## src/mem_cfg.svh

```systemverilog
// Memory widths, burst length, client count, region map, rectangle geometry and fill colour
`ifndef MEM_CFG_SVH
`define MEM_CFG_SVH

// Word address and data widths
`define MEM_AW 12
`define MEM_DW 16

// Words returned by every read request
`define MEM_BURST 8
`define MEM_CLIENTS 4

// Frame region, 8 lines of 32 words
`define FRAME_BASE 12'h400
`define LINE_STRIDE 32
`define FRAME_WORDS 256

// Border rectangle, offsets and sizes in words and lines
`define RECT_X 3
`define RECT_Y 2
`define RECT_W 20
`define RECT_H 5
`define FILL_COLOUR 16'h0841

// Tester region, clear of the frame
`define TEST_BASE 12'h800
`define TEST_WORDS 64

`endif

```

## src/mem_pkg.sv

```systemverilog
// Client request, read response and client index types for the shared memory
`include "mem_cfg.svh"

package mem_pkg;

// Client index, doubles as arbiter rotation position
typedef logic [1:0] client_id_t;

localparam client_id_t CL_EXT = 2'd0;
localparam client_id_t CL_RECT = 2'd1;
localparam client_id_t CL_TEST = 2'd2;
localparam client_id_t CL_SCAN = 2'd3;

// One client request, held stable while req is high
typedef struct packed {
	logic [`MEM_AW-1:0] addr;
	logic [`MEM_DW-1:0] data;
	logic wr;
} mem_req_t;

// Shared read return bus
// valid has one bit per client, only the burst owner's bit rises
typedef struct packed {
	logic [`MEM_DW-1:0] data;
	logic [`MEM_CLIENTS-1:0] valid;
} mem_rsp_t;

endpackage

```

## src/rect_fill.sv

```systemverilog
// Rectangle filler writing a solid colour into the frame region line by line
`include "mem_cfg.svh"

module rect_fill import mem_pkg::*; (
	input logic CLOCK_50,
	input logic rst_n,
	input logic start,
	output logic req,
	output mem_req_t req_data,
	input logic ack,
	output logic active
);

localparam int AW = `MEM_AW;
localparam int XW = $clog2(`RECT_W + 1);
localparam int YW = $clog2(`RECT_H + 1);

// Column and line inside the rectangle
logic [XW-1:0] x;
logic [YW-1:0] y;
// Word offset of the current line from the frame base
logic [AW-1:0] line_off;

always_ff @(posedge CLOCK_50 or negedge rst_n) begin
	if (!rst_n) begin
		active <= 1'b0;
		x <= '0;
		y <= '0;
		line_off <= '0;
	end else if (!active) begin
		if (start) begin
			active <= 1'b1;
			x <= '0;
			y <= '0;
			line_off <= AW'(`RECT_Y * `LINE_STRIDE);
		end
	end else if (ack) begin
		if (x == XW'(`RECT_W - 1)) begin
			// End of line, step to the next one
			x <= '0;
			line_off <= line_off + AW'(`LINE_STRIDE);
			if (y == YW'(`RECT_H - 1))
				active <= 1'b0;
			else
				y <= y + 1'b1;
		end else begin
			x <= x + 1'b1;
		end
	end
end

// One write outstanding whenever running
assign req = active;
assign req_data = '{
	addr: AW'(`FRAME_BASE) + line_off + AW'(`RECT_X) + AW'(x),
	data: `MEM_DW'(`FILL_COLOUR),
	wr: 1'b1
};

endmodule

```

## config.mk

```make
export PLATFORM = sky130hd
export DESIGN_NAME = rect_fill
export DESIGN_NICKNAME = d
export VERILOG_FILES = /design/src/mem_pkg.sv /design/src/rect_fill.sv
export VERILOG_INCLUDE_DIRS = /design/src
export SDC_FILE = /design/constraint.sdc
export NUM_CORES = 1
export LEC_CHECK = 0
export BUFFER_PORTS_ARGS = -buffer_cell sky130_fd_sc_hd__buf_2
export CORE_MARGIN = 8
export CORE_UTILIZATION = 30
export DETAILED_ROUTE_END_ITERATION = 8
export SLEW_MARGIN = 20
export SYNTH_ARGS = -nofsm -noshare
export SYNTH_HDL_FRONTEND = slang
export SYNTH_SLANG_ARGS = --single-unit
```

## constraint.sdc

```tcl
create_clock -name CLOCK_50 -period 3 [get_ports CLOCK_50]
set_clock_uncertainty 0.1 [all_clocks]
set_input_delay 0.6 -clock CLOCK_50 [delete_from_list [all_inputs] [get_ports CLOCK_50]]
set_output_delay 0.6 -clock CLOCK_50 [all_outputs]
set_load 0.05 [all_outputs]
```

Word level (Yosys, flattened, before mapping) --
Index checks and enable logic that the tools add are counted.
Storage, ports and cells: register bits after elaboration 21, bits of input ports 4, word-level logic and storage cells 37
Operators by class: add/sub/neg operators 6, equal/unequal tests 5, mux-type cells 18, reductions and logical operators 4
Operator list (count):
- $mux 12 | 4
- $mux 5 | 4
- $mux 3 | 5
- $add 11x12->12 const A | 1
- $add 12x2->12 const B | 1
- $add 12x5->12 | 1
- $add 12x6->12 const B | 1
- $add 5x1->5 const B | 1
- $eq 5x5->1 const B | 1
- $mux 1 | 5
- $ne 2x2->1 const B | 2
- $reduce_and 4->1 | 1
- $add 3x1->3 const B | 1
- $eq 3x3->1 const B | 1
- $reduce_and 3->1 | 1
- $ne 2x1->1 const B | 1
- $reduce_and 2->1 | 1
- $reduce_bool 2->1 | 1

Depth between registers and ports, before layout --
Gate-level depths: netlist of run 1.
depth in word-level cells 5, depth in mapped cells 7

Least setup slack after synthesis of run 1 --
No wires, ideal clock.
kind register -> output, start reg x[1], end out req_data[28] in the netlist's numbering, data arrival time 2.181 ns, required time 2.300 ns, setup slack 0.119 ns, stages on the path, launching flop included 8, path buffers 0, path through dfrtp_1 inv_1 ha_1 fa_1 nand4_1 nor2_1 a21oi_1 xnor2_1
RTL lines:
- start: declaration | line rect_fill.sv:19 | logic [XW-1:0] x;
- start signal: assignment | line rect_fill.sv:47 | x <= x + 1'b1;
- end: declaration | line rect_fill.sv:9 | output mem_req_t req_data,

==> flow_summary.toml, run 1 <==
[cts]
cts_buffer_depth = 2
cts.clk_slew.worst_paths_ns = 0.07
cts_max_level = 1
clk_latency_ns = 0.25
clock-sinks = 16
cts_made_buffers = 3
cts_tree = "yes"
root_buffer = "clkbuf_8"

[route]
ant_nets = 0
drcViolationCount = 0
dr.pass1.iters = 4
wl_um = 2830
vias_per_cell = 4.70
wl_per_cell_um = 13.2
drtIter0Drc = 35
num_vias = 1006

[timing]
setup_tns_ns = 0
finalSetupViolCount = 0
finalCritPeriodShare = 0.948
slew_headroom = 0.536
drv_slew = 0
worst_slew_pin_slew_ns = 0.696
rsz0062_at_grt = "false"
min_period_ns = 2.84
hold_viol_final = 0
max_freq_ghz = 0.352

[yosys]
synth_top_area_share = 0.310
synth-edff-count = 0
syn-cell-area_mm2 = 0.00129
synthFlopType = "dfrtp_1"
ys_seq_elements = 16
ys_types = 42
avgSynthCellArea_um2 = 8.73
synth_seq_area_share = 0.310
async_flop_share = 1.00
syn_inst = 148
yosys-top-cells-area = "dfrtp_1 31%, buf_4 11%, ha_1 7.7%, xnor2_1 5.4%, nand3_1 3.9%"
yosysWarnings = 0
yosys.area.top_type = "dfrtp_1"

[final_layout]
multi_input_area_um2 = 747
n_fill_cell = 459
drive_above_1_share = 0.198
antenna_cells = 0
fin_nets = 176
area_growth_pct = 9.58
final_core_util = 0.332
ff_latch_area_um2 = 402

[critical_path]
crit_path_max_fanout = 4
path_class = "reg2out"
critPathRequiredTime_ns = 2.30
crit_arrival_ns = 2.14
end_kind = "output pin"
cp-start-kind = "flop"

[global_route]
grt_max_degree = 26
grt_pass1_wl_um = 4600
grt_util_all_layers = 0.0865
grt.overflow.total = 0
grt_pass1_vias = 1033
antenna_found_initial = 0

[placement]
hpwl_um = 2150
place.gp.congestion = 0.769
portBuffers = 17

[pwr]
p_leak_nw = 0.674
irDropWorstVdd_mv = 0.262
power.density_mw_per_mm2 = 862

[die]
die_y_um = 81.6
initial_core_util = 0.303
coreArea_mm2 = 0.00426
rows = 24
io_pins = 35
die_area_mm2 = 0.00666
chipWidth_um = 81.6

[run_status]
status = "completed"

[worst_hold_path]
hold_path_class = "in2async"

[flow_run]
drv_cap = 0
==> final timing paths <==
check                      cells past startpoint  start  slack (ns)           end
setup reg to reg                               6   x[0]        0.90  line_off[10]
min in group CLOCK_50                          1   y[2]        0.42        active
max in group asynchronous                      1  rst_n        2.33          x[1]
hold reg to reg                                1   y[2]        0.42        active
setup / recovery                               8   x[1]        0.16  req_data[28]
hold / removal                                 1  rst_n        0.16          y[0]
==> sequential cells by signal, indices dropped and copies added, names as in the netlist <==
name      cells
active        1
line_off      7
y             3
x             5
==> critical path: stages, from the launching register on <==
cell and delay (ns):
dfrtp_2 0.37, inv_1 0.08, ha_1 0.23, fa_1 0.43, nand4_1 0.16, nor2_1 0.09
a21oi_1 0.17, xnor2_1 0.13, buf_4 0.22
==> report_power, final <==
group	total (W)	internal, W	leakage (nW)	switching (W)
Sequential	0.000351	0.000266	0.203	0.0000843
Combinational	0.000676	0.000199	0.442	0.000477
Clock	0.000194	0.000116	0.0288	0.0000779
==> placed cells by master (no fill, tap or decap), types with 5 or more instances in the layout <==
| master | n |
|---|---|
| conb_1 | 17 |
| dfrtp_1 | 15 |
| ha_1 | 8 |
| xnor2_1 | 8 |
| o21ai_0 | 9 |
| buf_4 | 5 |
| nor2_1 | 5 |
| a21oi_1 | 5 |
| inv_1 | 8 |
| buf_2 | 16 |
| nand2_1 | 8 |
| nand3_1 | 10 |
==> area by class of cell <==
type | count | area share
clock buffers | 4 | 0.0389
inverters | 8 | 0.0212
multi-input cells | 113 | 0.527
flip-flops and latches | 16 | 0.284
well taps | 52 | 0.0459
repair buffers | 21 | 0.0830
==> cells in the mapped netlist, types with 2 or more instances <==
library cell / n
xor2_1: 3
dfrtp_1: 16
buf_4: 19
conb_1: 2
nor3_1: 4
clkbuf_1: 5
a31oi_1: 2
a21oi_1: 5
inv_1: 8
nand2_1: 8
o31ai_1: 3
nand3_1: 10
a21o_1: 4
nor2_1: 5
ha_1: 8
nand2b_1: 2
xnor2_1: 8
o21ai_0: 9
nand4_1: 3
nor3b_1: 2
==> cell families after synthesis <==
family,count (synthesis),synth area share
simple gates,44,0.197
flops,16,0.310
mux,1,0.00774
xor+xnor,11,0.0745
other cells,2,0.00581
fa+ha+maj,9,0.0929
compound gates,31,0.157
buf+inv,34,0.156
==> routing by layer <==
| layer | track usage | routed length [µm] | vias up |
|---|---|---|---|
| met2 | 0.149 | 1280 | 25 |
| met5 | 0 | 0 | - |
| li1 | - | - | 510 |
| met1 | 0.107 | 1430 | 467 |
| met4 | 0.0263 | 24 | 0 |
| met3 | 0.0164 | 94 | 4 |
==> timing repair <==
item / 4_1_cts / 5_1_grt
hold buffers: 0 / 0
buffers inserted: 0 / 2
endpoints found under the setup margin: 1 / 2
hold endpoints to repair: 0 / 0
resized for setup: 1 / 1
==> stage by stage <==
stage	std cells	instance area, µm²	setup slack [ns]	hold WS (ns)	total power (W)
2_1_floorplan	163	1350	0.119	0.204	0.000909
3_3_place_gp	208	1340	0.280	0.412	0.00101
3_5_place_dp	208	1340	0.233	0.408	0.00102
4_1_cts	212	1400	0.00740	0.169	0.00121
5_1_grt	214	1420	0.00851	0.185	0.00130
6_report	214	1420	0.156	0.164	0.00122
Note: power is estimated with default switching activity, not from simulation.
==> run 2, diff against run 1 <==
--- a/config.mk
+++ b/config.mk
@@ -7,9 +7,11 @@
 export NUM_CORES = 1
 export LEC_CHECK = 0
 export BUFFER_PORTS_ARGS = -buffer_cell sky130_fd_sc_hd__buf_2
+export CORE_ASPECT_RATIO = 1.1
 export CORE_MARGIN = 8
 export CORE_UTILIZATION = 30
 export DETAILED_ROUTE_END_ITERATION = 8
+export MAX_ROUTING_LAYER = met4
 export SLEW_MARGIN = 20
 export SYNTH_ARGS = -nofsm -noshare
 export SYNTH_HDL_FRONTEND = slang
==> run 2 against run 1 <==
  * Worst hold slack worse by 0.0056 ns
  * Via count hardly changed
  * Flip-flop and latch count stayed put
  * Global-route usage is 0.31 points higher
  * First-iteration DRC count is 11% lower
  * Final cell count stayed put
  * Register-to-register slack hardly changed
  * Non-clock buffer count is 1 lower
  * Critical path depth stayed put
  * Core utilization hardly changed
  * Largest cell class unchanged
==> flow_summary.toml, run 2 (same netlist as run 1, synthesis figures left out) <==
[route]
num_vias = 1007
vias_per_cell = 4.71
ant_nets = 0
dr.pass1.iters = 4
drcViolationCount = 0
wl_per_cell_um = 13.0
wl_um = 2780
drtIter0Drc = 31

[critical_path]
end_kind = "output pin"
critPathTopFamily = "adder cells"
crit_arrival_ns = 2.11
cp-start-kind = "flop"
slowest_delay_ns = 0.39
path_cells = "inv_1, ha_1, fa_2, nand4_1, nor2_2, a21oi_1, xnor2_1, buf_4"
crit_slowest_cell = "dfrtp_2"
critPathRequiredTime_ns = 2.30
path_class = "reg2out"
crit_path_max_fanout = 4
critPathBufInv = 2

[timing]
setup_tns_ns = 0
fin_ws_ns = 0.189
min_period_ns = 2.81
finalSetupViolCount = 0
max_freq_ghz = 0.356
slew_headroom = 0.551
finalCritPeriodShare = 0.937
drv_slew = 0
hold_viol_final = 0
rsz0062_at_grt = "false"
worst_slew_pin_slew_ns = 0.673

[final_layout]
largest_register = "line_off"
final_common_cell = "conb_1"
largest_reg_flops = 7
mostFrequentLayoutCells = "17 x conb_1, 16 x buf_2, 15 x dfrtp_1, 10 x nand3_1, 9 x o21ai_0"
fin_nets = 175
multi_input_area_um2 = 752
top_regs = "line_off: 7 flops, x: 5 flops, y: 3 flops"
drive_above_1_share = 0.200
area_growth_pct = 8.52
antenna_cells = 0
ff_latch_area_um2 = 402
n_fill_cell = 480

[pwr]
irDropWorstVdd_mv = 0.253
power.density_mw_per_mm2 = 837
p_leak_nw = 0.659

[cts]
cts_tree = "yes"
cts_made_buffers = 3
cts_hold_buf = 0
cts_buffer_depth = 2
cts_max_level = 1
clock-sinks = 16
root_buffer = "clkbuf_8"
cts.clk_slew.worst_paths_ns = 0.06
clk_latency_ns = 0.25

[die]
die_area_mm2 = 0.00667
rows = 25
chipWidth_um = 78.6
io_pins = 35
coreArea_mm2 = 0.00422
initial_core_util = 0.306
die_y_um = 84.8

[global_route]
grt_pass1_vias = 983
grt_pass1_wl_um = 4650
busiest_layer = "met2"
grt_use_met2 = 0.148
grt_util_all_layers = 0.0896
grtUsageMet1 = 0.102
grt_max_degree = 26
grt_util_met3 = 0.0148
antenna_found_initial = 0
grt.overflow.total = 0

[placement]
post-place-ws_ns = 0.183
portBuffers = 17
place.gp.congestion = 0.790
hpwl_um = 2120

[worst_hold_path]
hold_path_class = "in2async"

[run_status]
status = "completed"

[flow_run]
drv_cap = 0
## run 2: path summary, 6_finish.rpt
| kind | startpoint | to | slack (ns) | depth (start not counted) |
|---|---|---|---|---|
| min in group CLOCK_50 | y[2] | active | 0.43 | 1 |
| min | rst_n | y[0] | 0.16 | 1 |
| max | x[1] | req_data[28] | 0.19 | 8 |
| min reg2reg | y[2] | active | 0.43 | 1 |
| max in group asynchronous | rst_n | x[1] | 2.35 | 1 |
| max reg2reg | x[0] | line_off[10] | 0.91 | 5 |
## run 2: worst reg2reg max path, stage by stage (launching register included)
cell and delay [ns]:
dfrtp_1 0.45, ha_1 0.29, and4bb_2 0.35, or4b_1 0.47, xnor2_1 0.14, a21o_1 0.18
## run 2: cell type report
type	count	share of cell area
clock buffer	3	0.0294
timing repair buffer	20	0.0785
inverter	8	0.0214
multi-input combinational	113	0.536
tap	54	0.0482
sequential	16	0.286
## run 2: per-layer routing
metal	routed length [µm]	vias up	part of all wire
li1	-	503	-
met1	1280	477	0.46
met2	1350	23	0.49
met3	96	4	0.035
met4	48	0	0.017
met5	0	-	0
## run 2: metrics by stage
stage | hold slack, ns | total power [W] | cell area, µm² | utilization | cells
after floorplan | 0.204 | 0.000909 | 1350 | - | 163
after global placement | 0.416 | 0.00100 | 1340 | 0.317 | 209
after detailed placement | 0.414 | 0.00101 | 1340 | 0.317 | 209
after CTS | 0.165 | 0.00118 | 1380 | 0.327 | 212
after global routing | 0.178 | 0.00127 | 1400 | 0.332 | 214
final | 0.158 | 0.00117 | 1400 | 0.332 | 214
## run 2: timing repair
item,in CTS,in global routing
pin swaps,0,1
gates resized for setup,2,2
setup buffers,0,2
setup endpoints to repair,1,2
## run 2: power breakdown
part	internal, W	leakage (nW)	total, W	switching [W]
logic	0.000193	0.435	0.000657	0.000464
clock network	0.0000890	0.0216	0.000160	0.0000712
registers	0.000267	0.203	0.000357	0.0000906
total	0.000548	0.659	0.00117	0.000626
