`config.mk`:
```
export PLATFORM = sky130hd
export DESIGN_NAME = scan_reader
export DESIGN_NICKNAME = d
export VERILOG_FILES = /design/src/mem_pkg.sv /design/src/scan_reader.sv
export VERILOG_INCLUDE_DIRS = /design/src
export SDC_FILE = /design/constraint.sdc
export NUM_CORES = 1
export LEC_CHECK = 0
export BUFFER_PORTS_ARGS = -buffer_cell sky130_fd_sc_hd__buf_2
export CAP_MARGIN = 20
export CORE_ASPECT_RATIO = 0.6
export CORE_MARGIN = 2
export CORE_UTILIZATION = 55
export CTS_BUF_LIST = sky130_fd_sc_hd__clkbuf_16
export CTS_CLUSTER_SIZE = 40
export DETAILED_ROUTE_END_ITERATION = 16
export PLACE_DENSITY_LB_ADDON = 0.05
export REMOVE_ABC_BUFFERS = 1
export SYNTH_ARGS = -nofsm -noshare
export SYNTH_HDL_FRONTEND = slang
export SYNTH_SLANG_ARGS = --single-unit
```
`constraint.sdc`:
```
create_clock -name CLOCK_50 -period 2.96 [get_ports CLOCK_50]
set_input_delay 0.148 -clock CLOCK_50 [delete_from_list [all_inputs] [get_ports CLOCK_50]]
set_output_delay 0.148 -clock CLOCK_50 [all_outputs]
set_load 0.02 [all_outputs]
```
`src/mem_cfg.svh`:
```
// Memory widths, burst length, client count, region map, rectangle geometry and fill colour
`ifndef MEM_CFG_SVH
`define MEM_CFG_SVH

// Word address and data widths
`define MEM_AW 12
`define MEM_DW 16

// Words returned by every read request
`define MEM_BURST 8
`define MEM_CLIENTS 4

// Frame region, 8 lines of 32 words
`define FRAME_BASE 12'h400
`define LINE_STRIDE 32
`define FRAME_WORDS 256

// Border rectangle, offsets and sizes in words and lines
`define RECT_X 3
`define RECT_Y 2
`define RECT_W 20
`define RECT_H 5
`define FILL_COLOUR 16'h0841

// Tester region, clear of the frame
`define TEST_BASE 12'h800
`define TEST_WORDS 64

`endif

```
`src/mem_pkg.sv`:
```
// Client request, read response and client index types for the shared memory
`include "mem_cfg.svh"

package mem_pkg;

// Client index, doubles as arbiter rotation position
typedef logic [1:0] client_id_t;

localparam client_id_t CL_EXT = 2'd0;
localparam client_id_t CL_RECT = 2'd1;
localparam client_id_t CL_TEST = 2'd2;
localparam client_id_t CL_SCAN = 2'd3;

// One client request, held stable while req is high
typedef struct packed {
	logic [`MEM_AW-1:0] addr;
	logic [`MEM_DW-1:0] data;
	logic wr;
} mem_req_t;

// Shared read return bus
// valid has one bit per client, only the burst owner's bit rises
typedef struct packed {
	logic [`MEM_DW-1:0] data;
	logic [`MEM_CLIENTS-1:0] valid;
} mem_rsp_t;

endpackage

```
`src/scan_reader.sv`:
```
// Scan reader fetching a frame region in bursts through a small FIFO and streaming pixels
`include "mem_cfg.svh"

module scan_reader import mem_pkg::*; (
	input logic CLOCK_50,
	input logic rst_n,
	input logic enable,
	output logic req,
	output mem_req_t req_data,
	input logic ack,
	input mem_rsp_t rsp,
	output logic [`MEM_DW-1:0] pix,
	output logic pix_valid
);

localparam int AW = `MEM_AW;
localparam int DEPTH = 2 * `MEM_BURST;
localparam int PW = $clog2(DEPTH);
localparam int CNTW = PW + 1;
localparam int NB = `FRAME_WORDS / `MEM_BURST;
localparam int NW = $clog2(NB + 1);

logic [`MEM_DW-1:0] fifo [DEPTH];
logic [PW-1:0] wr_ptr;
logic [PW-1:0] rd_ptr;
logic [CNTW-1:0] count;
// Free entries minus words already requested but not yet arrived
logic [CNTW-1:0] free;
// Bursts requested in the current frame
logic [NW-1:0] bursts;
logic enable_d;
logic push;
logic pop;

assign push = rsp.valid[CL_SCAN];
assign pop = count != '0;

// Room for a full burst and frame not fully requested
assign req = enable && bursts != NW'(NB) && free >= CNTW'(`MEM_BURST);
assign req_data = '{
	addr: AW'(`FRAME_BASE) + AW'(bursts) * AW'(`MEM_BURST),
	data: '0,
	wr: 1'b0
};

always_ff @(posedge CLOCK_50 or negedge rst_n) begin
	if (!rst_n) begin
		enable_d <= 1'b0;
		bursts <= NW'(NB);
		free <= CNTW'(DEPTH);
		wr_ptr <= '0;
		rd_ptr <= '0;
		count <= '0;
		pix_valid <= 1'b0;
	end else begin
		enable_d <= enable;
		// New frame on each rising edge of enable
		if (enable && !enable_d)
			bursts <= '0;
		else if (ack)
			bursts <= bursts + 1'b1;
		free <= free - (ack ? CNTW'(`MEM_BURST) : '0) + CNTW'(pop);
		if (push)
			wr_ptr <= wr_ptr + 1'b1;
		if (pop)
			rd_ptr <= rd_ptr + 1'b1;
		count <= count + CNTW'(push) - CNTW'(pop);
		pix_valid <= pop;
	end
end

// FIFO storage and pixel output register
always_ff @(posedge CLOCK_50) begin
	if (push)
		fifo[wr_ptr] <= rsp.data;
	pix <= fifo[rd_ptr];
end

endmodule

```
; Word level (Yosys, flattened, before mapping)
; Memory sizes are Yosys's and may differ from the RTL's. A register that Yosys moved wholly into a read port is not among the register bits.
; Cells that the tools add are included.
[word_totals]
memories = 1
in_bits = 24
reg_bits = 26
ramBits = 256
output_inout_bits = 47
[memory_table]
columns = name, words, word_bits, rd, rd_ports_with_merged_regs, write_ports, line
row1 = fifo, 16, 16, 1, 1, 1, scan_reader.sv:23  ; logic [`MEM_DW-1:0] fifo [DEPTH];
[classes]
reduce_logical = 6
n_mux = 5
add_sub_neg = 8
eq_ne = 1
n_lt_le_gt_ge = 1
[ops]
columns = cell, n
row1 = $add A11 B9 Y12 const A, 1
row2 = $mux W6, 2
row3 = $add A5 B1 Y5, 2
row4 = $add A4 B1 Y4 const B, 2
row5 = $add A6 B1 Y6 const B, 1
row6 = $ne A6 B6 Y1 const B, 1
row7 = $ge A5 B4 Y1 const B, 1
row8 = $reduce_bool A5 Y1, 1
row9 = $sub A5 B1 Y5, 1
row10 = $sub A5 B4 Y5, 1
row11 = $mux W4, 1
row12 = $logic_and A1 B1 Y1, 3
row13 = $mux W1, 2
row14 = $reduce_bool A2 Y1, 1
row15 = $logic_not A1 Y1, 1

; Depth between registers and ports, before layout
; Gate-level depths: netlist of run 1.
[depth]
depth_word = 3
depth_mapped = 11
mapped_depth_nobuf = 10

; Least setup slack after synthesis of run 1
; No wires, ideal clock.
[synth_path]
kind = register to register
from = register count[3]
to = register count[4]
path_stages_with_launch = 12
setup_slack_ns = 0.453
required_time_ns = 2.836
arrival_time_ns = 2.382
n_path_buf = 1
period_less_slack_ns = 2.507
cell_sequence = dfrtp_1 -> inv_1 -> ha_1 -> or4b_1 -> clkbuf_1 -> ha_1 -> inv_1 -> ha_1 -> fa_1 -> a21oi_1 -> o21bai_1 -> xnor2_1
[synth_between]
elab_chain_len = 2
elab_cells_between_ends = 3
[synth_rtl]
columns = item, line
row1 = start: declaration, scan_reader.sv:26  ; logic [CNTW-1:0] count;
row2 = start signal: assignment, scan_reader.sv:67  ; count <= count + CNTW'(push) - CNTW'(pop);
row3 = $reduce_bool A5 Y1, scan_reader.sv:36  ; assign pop = count != '0;
row4 = net pop, scan_reader.sv:33  ; logic pop;
row5 = $sub A5 B1 Y5, scan_reader.sv:67
; The timed path passes the listed nets, and every way through them passes these cells.
; A chain may end at the register's enable or synchronous reset.

; Worst setup path in the final report of run 1
[layout_path]
from = register count[3]
to = register count[4]
[layout_between]
elab_chain_len = 2
elab_cells_between_ends = 3
[layout_rtl]
columns = item, line
row1 = $add A5 B1 Y5 / $reduce_bool A5 Y1 (equally long branches), "scan_reader.sv:67, scan_reader.sv:36"
row2 = $sub A5 B1 Y5 *, scan_reader.sv:67
; Every way passes the cells marked *; elsewhere a longest branch is shown, timed or not.

==> results.json, run 1 <==
{
  "outcome": "finished clean",
  "min_period_over_period_pct": 86.0,
  "drive_above_1_share_pct": 27.5,
  "hp-class": "in2reg",
  "slew_viol_final": 0,
  "skew_ps": 22.3,
  "area_growth_pct": 13.8,
  "rows": 40,
  "fp.dieW_microns": 191,
  "firstDrtPassIters": 5,
  "dieArea_sq_um": 22200,
  "path_buf_inv": 2,
  "max_slew.worst_pin.slew_ps": 937,
  "synth-edff-count": 256,
  "path_cells": "inv_1 -> ha_1 -> or4b_1 -> ha_1 -> inv_1 -> ha_1 -> fa_1 -> a21oi_1 -> o21bai_1 -> xnor2_1",
  "hpwl_microns": 12800,
  "stdcell_count": 952,
  "ys_seq_area_share_pct": 75.2,
  "h-tree-depth": 1,
  "postRouteAntennaNets": 0,
  "gp_congestion": 0.741,
  "power_density_nw_per_um2": 936,
  "pre_cts_ws_ps": 405,
  "finalSetupViolations": 0,
  "syn_inst": 573,
  "grt_max_degree": 68,
  "routed_via_density": 5.70,
  "grt_setup_unrepaired": "no",
  "clk_latency_ps": 530,
  "wire_per_inst_microns": 23.8,
  "fin_util_pct": 64.6,
  "cp_top_family": "adder cells",
  "slowest_delay_ps": 480,
  "max_slew_margin_pct": 37.5,
  "track_usage_pct": 21.5,
  "grt_pass1_vias": 5510,
  "cp_slowest_cell": "or4b_1",
  "yosys_warnings": 0,
  "clockBufferDepth": 3,
  "maxCapViolations": 0,
  "post_cts_buffers": 0,
  "cts_made_buffers": 27,
  "cp_data_arrival_time_ps": 2960,
  "ir_worst_vdd_mv": 0.483,
  "synth_area_sq_um": 11500,
  "cts.sinks": 298,
  "finalHoldViolCount": 0,
  "synth_cell_types": 35,
  "core_area_sq_um": 20300,
  "ios": 71,
  "clock.fmax_mhz": 393,
  "nNetsFinal": 703,
  "start_kind": "register",
  "final_common_cell": "edfxtp_1",
  "syn_avg_cell_area_sq_um": 20.1,
  "grt_pass1_wl_microns": 34100,
  "layout_common_cells": "edfxtp_1, mux4_2, buf_2",
  "wirelength_microns": 22600,
  "cts_resized": 0,
  "async_flop_share_pct": 8.72,
  "synth_flop_cell": "edfxtp_1",
  "antenna_found_initial": 0,
  "antenna_cells": 0,
  "io_buffers": 44,
  "via_count": 5423,
  "cts_tree": "done",
  "cpMostUsedCell": "ha_1",
  "die_h_microns": 116,
  "layout_setup_ws_ps": 414,
  "cts_root_buf": "clkbuf_16",
  "p_leak_uw": 0.00459,
  "required_ps": 3380,
  "synth_seq_cells": 298,
  "final.min_clock_period_ps": 2550,
  "initial_core_util_pct": 56.8,
  "drt_iter0_drc": 437,
  "endpoint_kind": "register",
  "cp_max_fo": 2,
  "worst-setup-path-type": "reg2reg",
  "grt_overflow_total": 0,
  "fin_tns_setup_ps": 0,
  "clk_pin_slew_worst_paths_ps": 60,
  "dp.cells": 887,
  "drc": 0
}
## path summary, 6_finish.rpt
check / from / end / slack, ps / cells after the start
hold / removal: rsp[19] / fifo[11][15] / 20 / 1
setup / recovery: count[3] / count[4] / 410 / 10
hold reg to reg: free[0] / free[0] / 480 / 1
min in group asynchronous: rst_n / wr_ptr[1] / 190 / 2
max in group asynchronous: rst_n / rd_ptr[0] / 2310 / 2
setup reg to reg: count[3] / count[4] / 410 / 10
## Yosys cell counts (all sizes together) (2+ instances only)
library cell    n  area (sq um)
a21oi           4          20.0
buf            36           277
clkbuf         13          48.8
nand2b          2          12.5
xnor2           9          78.8
dfstp           2          52.6
a22oi          32           240
o21bai          2          15.0
mux4           64          1440
o21ai           3          15.0
conb            2          7.51
inv            15          56.3
nor2b           3          18.8
nand4           4          25.0
xor2            9          78.8
dfrtp          24           601
edfxtp        256          7690
ha             20           250
dfxtp          16           320
nor3            5          25.0
nor2           18          67.6
nand2          25          93.8
## cells by family after synthesis
kind of cell / count (synthesis) / synth area share (%)
compound gates: 44 / 2.71
xor+xnor: 18 / 1.37
fa+ha+maj: 21 / 2.35
buf+inv: 64 / 3.31
flops: 298 / 75.2
mux: 66 / 12.7
other cells: 2 / 0.0652
simple gates: 60 / 2.30
## area by class of cell
cell class              instances  area (sq um)
fillers                      1409          7170
flip-flops and latches        298          8670
well taps                     273           342
clock buffers                  27           676
clock inverters                23           100
repair buffers                 84           658
inverters                      15          56.3
multi-input cells             232          2600
## stage by stage
stage / total power (uW) / instance area (sq um) / hold WS, ps
3_5_place_dp: 9300 / 12200 / 194
3_3_place_gp: 9220 / 12200 / 181
2_1_floorplan: 8100 / 11300 / -148
5_1_grt: 12900 / 13100 / 5.83
4_1_cts: 12400 / 13100 / 1.91
6_report: 12300 / 13100 / 16.8
## power breakdown
group / internal, uW / switching (uW)
registers: 5220 / 333
logic: 1640 / 1990
clock network: 1650 / 1430
total: 8510 / 3750
## what timing repair did
| item | CTS | global route |
|---|---|---|
| hold endpoints to repair | 184 | 0 |
| setup endpoints to repair | 0 | 0 |
| hold buffers | 15 | 0 |
## flip-flops by register name (all words and copies together), names as in the netlist
| name | cells |
|---|---|
| pix | 16 |
| enable_d | 1 |
| free | 5 |
| wr_ptr | 4 |
| fifo | 256 |
| rd_ptr | 4 |
| pix_valid | 1 |
| count | 5 |
| bursts | 6 |
## layer usage
metal	global-route usage [%]	up-vias	wire, microns
met5	0	-	0
met4	4.13	0	280
met3	3.28	24	1400
met2	34.1	187	10800
met1	32.6	2805	10200
li1	-	2407	-
Note: power is estimated with default switching activity, not from simulation.
==> run 2: changes to the inputs <==
--- a/config.mk
+++ b/config.mk
@@ -10,7 +10,7 @@
 export CAP_MARGIN = 20
 export CORE_ASPECT_RATIO = 0.6
 export CORE_MARGIN = 2
-export CORE_UTILIZATION = 55
+export CORE_UTILIZATION = 50
 export CTS_BUF_LIST = sky130_fd_sc_hd__clkbuf_16
 export CTS_CLUSTER_SIZE = 40
 export DETAILED_ROUTE_END_ITERATION = 16
==> results.json, run 2 (synthesis results as in run 1) <==
{
  "outcome": "finished clean",
  "layout_common_cells": "edfxtp_1, mux4_2, buf_2",
  "gp_congestion": 0.731,
  "slew_viol_final": 0,
  "maxCapViolations": 0,
  "wl_met1_microns": 10900,
  "dp.cells": 926,
  "clockBufferDepth": 3,
  "cp_data_arrival_time_ps": 3020,
  "grt_pass1_vias": 5673,
  "cp_top_family": "adder cells",
  "skew_ps": 18.4,
  "largest_reg_flops": 256,
  "path_cells": "inv_1 -> ha_1 -> or4b_1 -> ha_1 -> inv_1 -> ha_1 -> fa_1 -> a21oi_1 -> o21bai_1 -> xnor2_1",
  "slowest_delay_ps": 470,
  "cpMostUsedCell": "ha_1",
  "dpl_cell_area_sq_um": 12200,
  "worstHoldEndpoint": "fifo[11][6]",
  "endpoint_kind": "register",
  "r2r_slack_ps": 380,
  "routed_via_density": 5.51,
  "io_buffers": 44,
  "clk_latency_ps": 530,
  "cp.depth": 10,
  "r2r_start": "count[2]",
  "initial_core_util_pct": 51.6,
  "final.min_clock_period_ps": 2580,
  "path_buf_inv": 2,
  "track_usage_pct": 20.2,
  "wirelength_microns": 23100,
  "drive_above_1_share_pct": 28.3,
  "wire_per_inst_microns": 23.3,
  "fin_hold_ws_ps": 23.6,
  "required_ps": 3400,
  "cts-hold-fix-buffers": 18,
  "largestRegisters": "fifo (256), pix (16), bursts (6)",
  "start_kind": "register",
  "ir_worst_vdd_mv": 0.641,
  "min-delay-start": "rsp[10]",
  "ios": 71,
  "max_slew.worst_pin.slew_ps": 938,
  "cts_resized": 0,
  "drt_iter0_drc": 346,
  "cts_tree": "done",
  "min_period_over_period_pct": 87.3,
  "clock.fmax_mhz": 387,
  "top_layer_used": "met4",
  "cts.sinks": 298,
  "finalHoldViolCount": 0,
  "wl_met3_microns": 1220,
  "cp_max_fo": 2,
  "hpwl_microns": 13900,
  "hold_depth": 1,
  "cts_made_buffers": 27,
  "final_common_cell": "edfxtp_1",
  "dieArea_sq_um": 24300,
  "core_area_sq_um": 22300,
  "power_density_nw_per_um2": 944,
  "stdcell_count": 993,
  "rows": 42,
  "dr_wl_met2_microns": 10600,
  "postRouteAntennaNets": 0,
  "antenna_cells": 0,
  "die_h_microns": 122,
  "clk_pin_slew_worst_paths_ps": 60,
  "via_count": 5476,
  "drc": 0,
  "fin_tns_setup_ps": 0,
  "postLayoutCellArea_sq_um": 13200,
  "worst-setup-path-type": "reg2reg",
  "h-tree-depth": 1,
  "fp.dieW_microns": 200,
  "antenna_found_initial": 0,
  "nNetsFinal": 710,
  "grt_max_degree": 46,
  "grt_setup_unrepaired": "no",
  "r2r_cells": 10,
  "finalSetupViolations": 0,
  "max_slew_margin_pct": 37.5,
  "hp-class": "in2reg",
  "area_growth_pct": 14.9,
  "grt_overflow_total": 0,
  "cp_slowest_cell": "or4b_1",
  "post_cts_buffers": 0,
  "grt_pass1_wl_microns": 35100,
  "r2r_end": "count[4]",
  "firstDrtPassIters": 4,
  "cts_root_buf": "clkbuf_16",
  "largest-register": "fifo",
  "fin_util_pct": 59.2,
  "p_leak_uw": 0.00462
}
-- run 2: layout make-up --
cell class                      instances  area (sq um)
Tap cell                              308           385
Multi-Input combinational cell        232          2600
Clock buffer                           27           676
Timing Repair Buffer                   91           693
Inverter                               15          56.3
Clock inverter                         22           153
Fill cell                            1624          9100
Sequential cell                       298          8670
-- run 2: report_power, final --
group | switching [uW] | internal, uW | leakage [uW]
registers | 406 | 5220 | 0.00275
clock network | 1460 | 1830 | 0.000428
logic | 1950 | 1640 | 0.00144
-- run 2: how the worst max path moves through the flow --
stage | startpoint | slack [ps] | to
after global routing | count[3] | 240 | count[4]
after floorplan | rd_ptr[0] | -670 | pix[0]
final | count[2] | 380 | count[4]
after CTS | count[3] | 370 | count[4]
after global placement | count[3] | 500 | count[4]
after detailed placement | count[3] | 390 | count[4]
-- run 2: metal layers --
metal | GRT usage [%] | up-vias
li1 | - | 2417
met1 | 30.6 | 2877
met2 | 31.2 | 153
met3 | 3.85 | 29
met4 | 3.80 | 0
met5 | 0 | -
-- run 2: stage by stage --
stage | total power (uW) | setup slack [ps]
4_1_cts | 12600 | 368
3_5_place_dp | 9350 | 386
3_3_place_gp | 9240 | 497
5_1_grt | 13100 | 237
2_1_floorplan | 8100 | -669
6_report | 12500 | 377
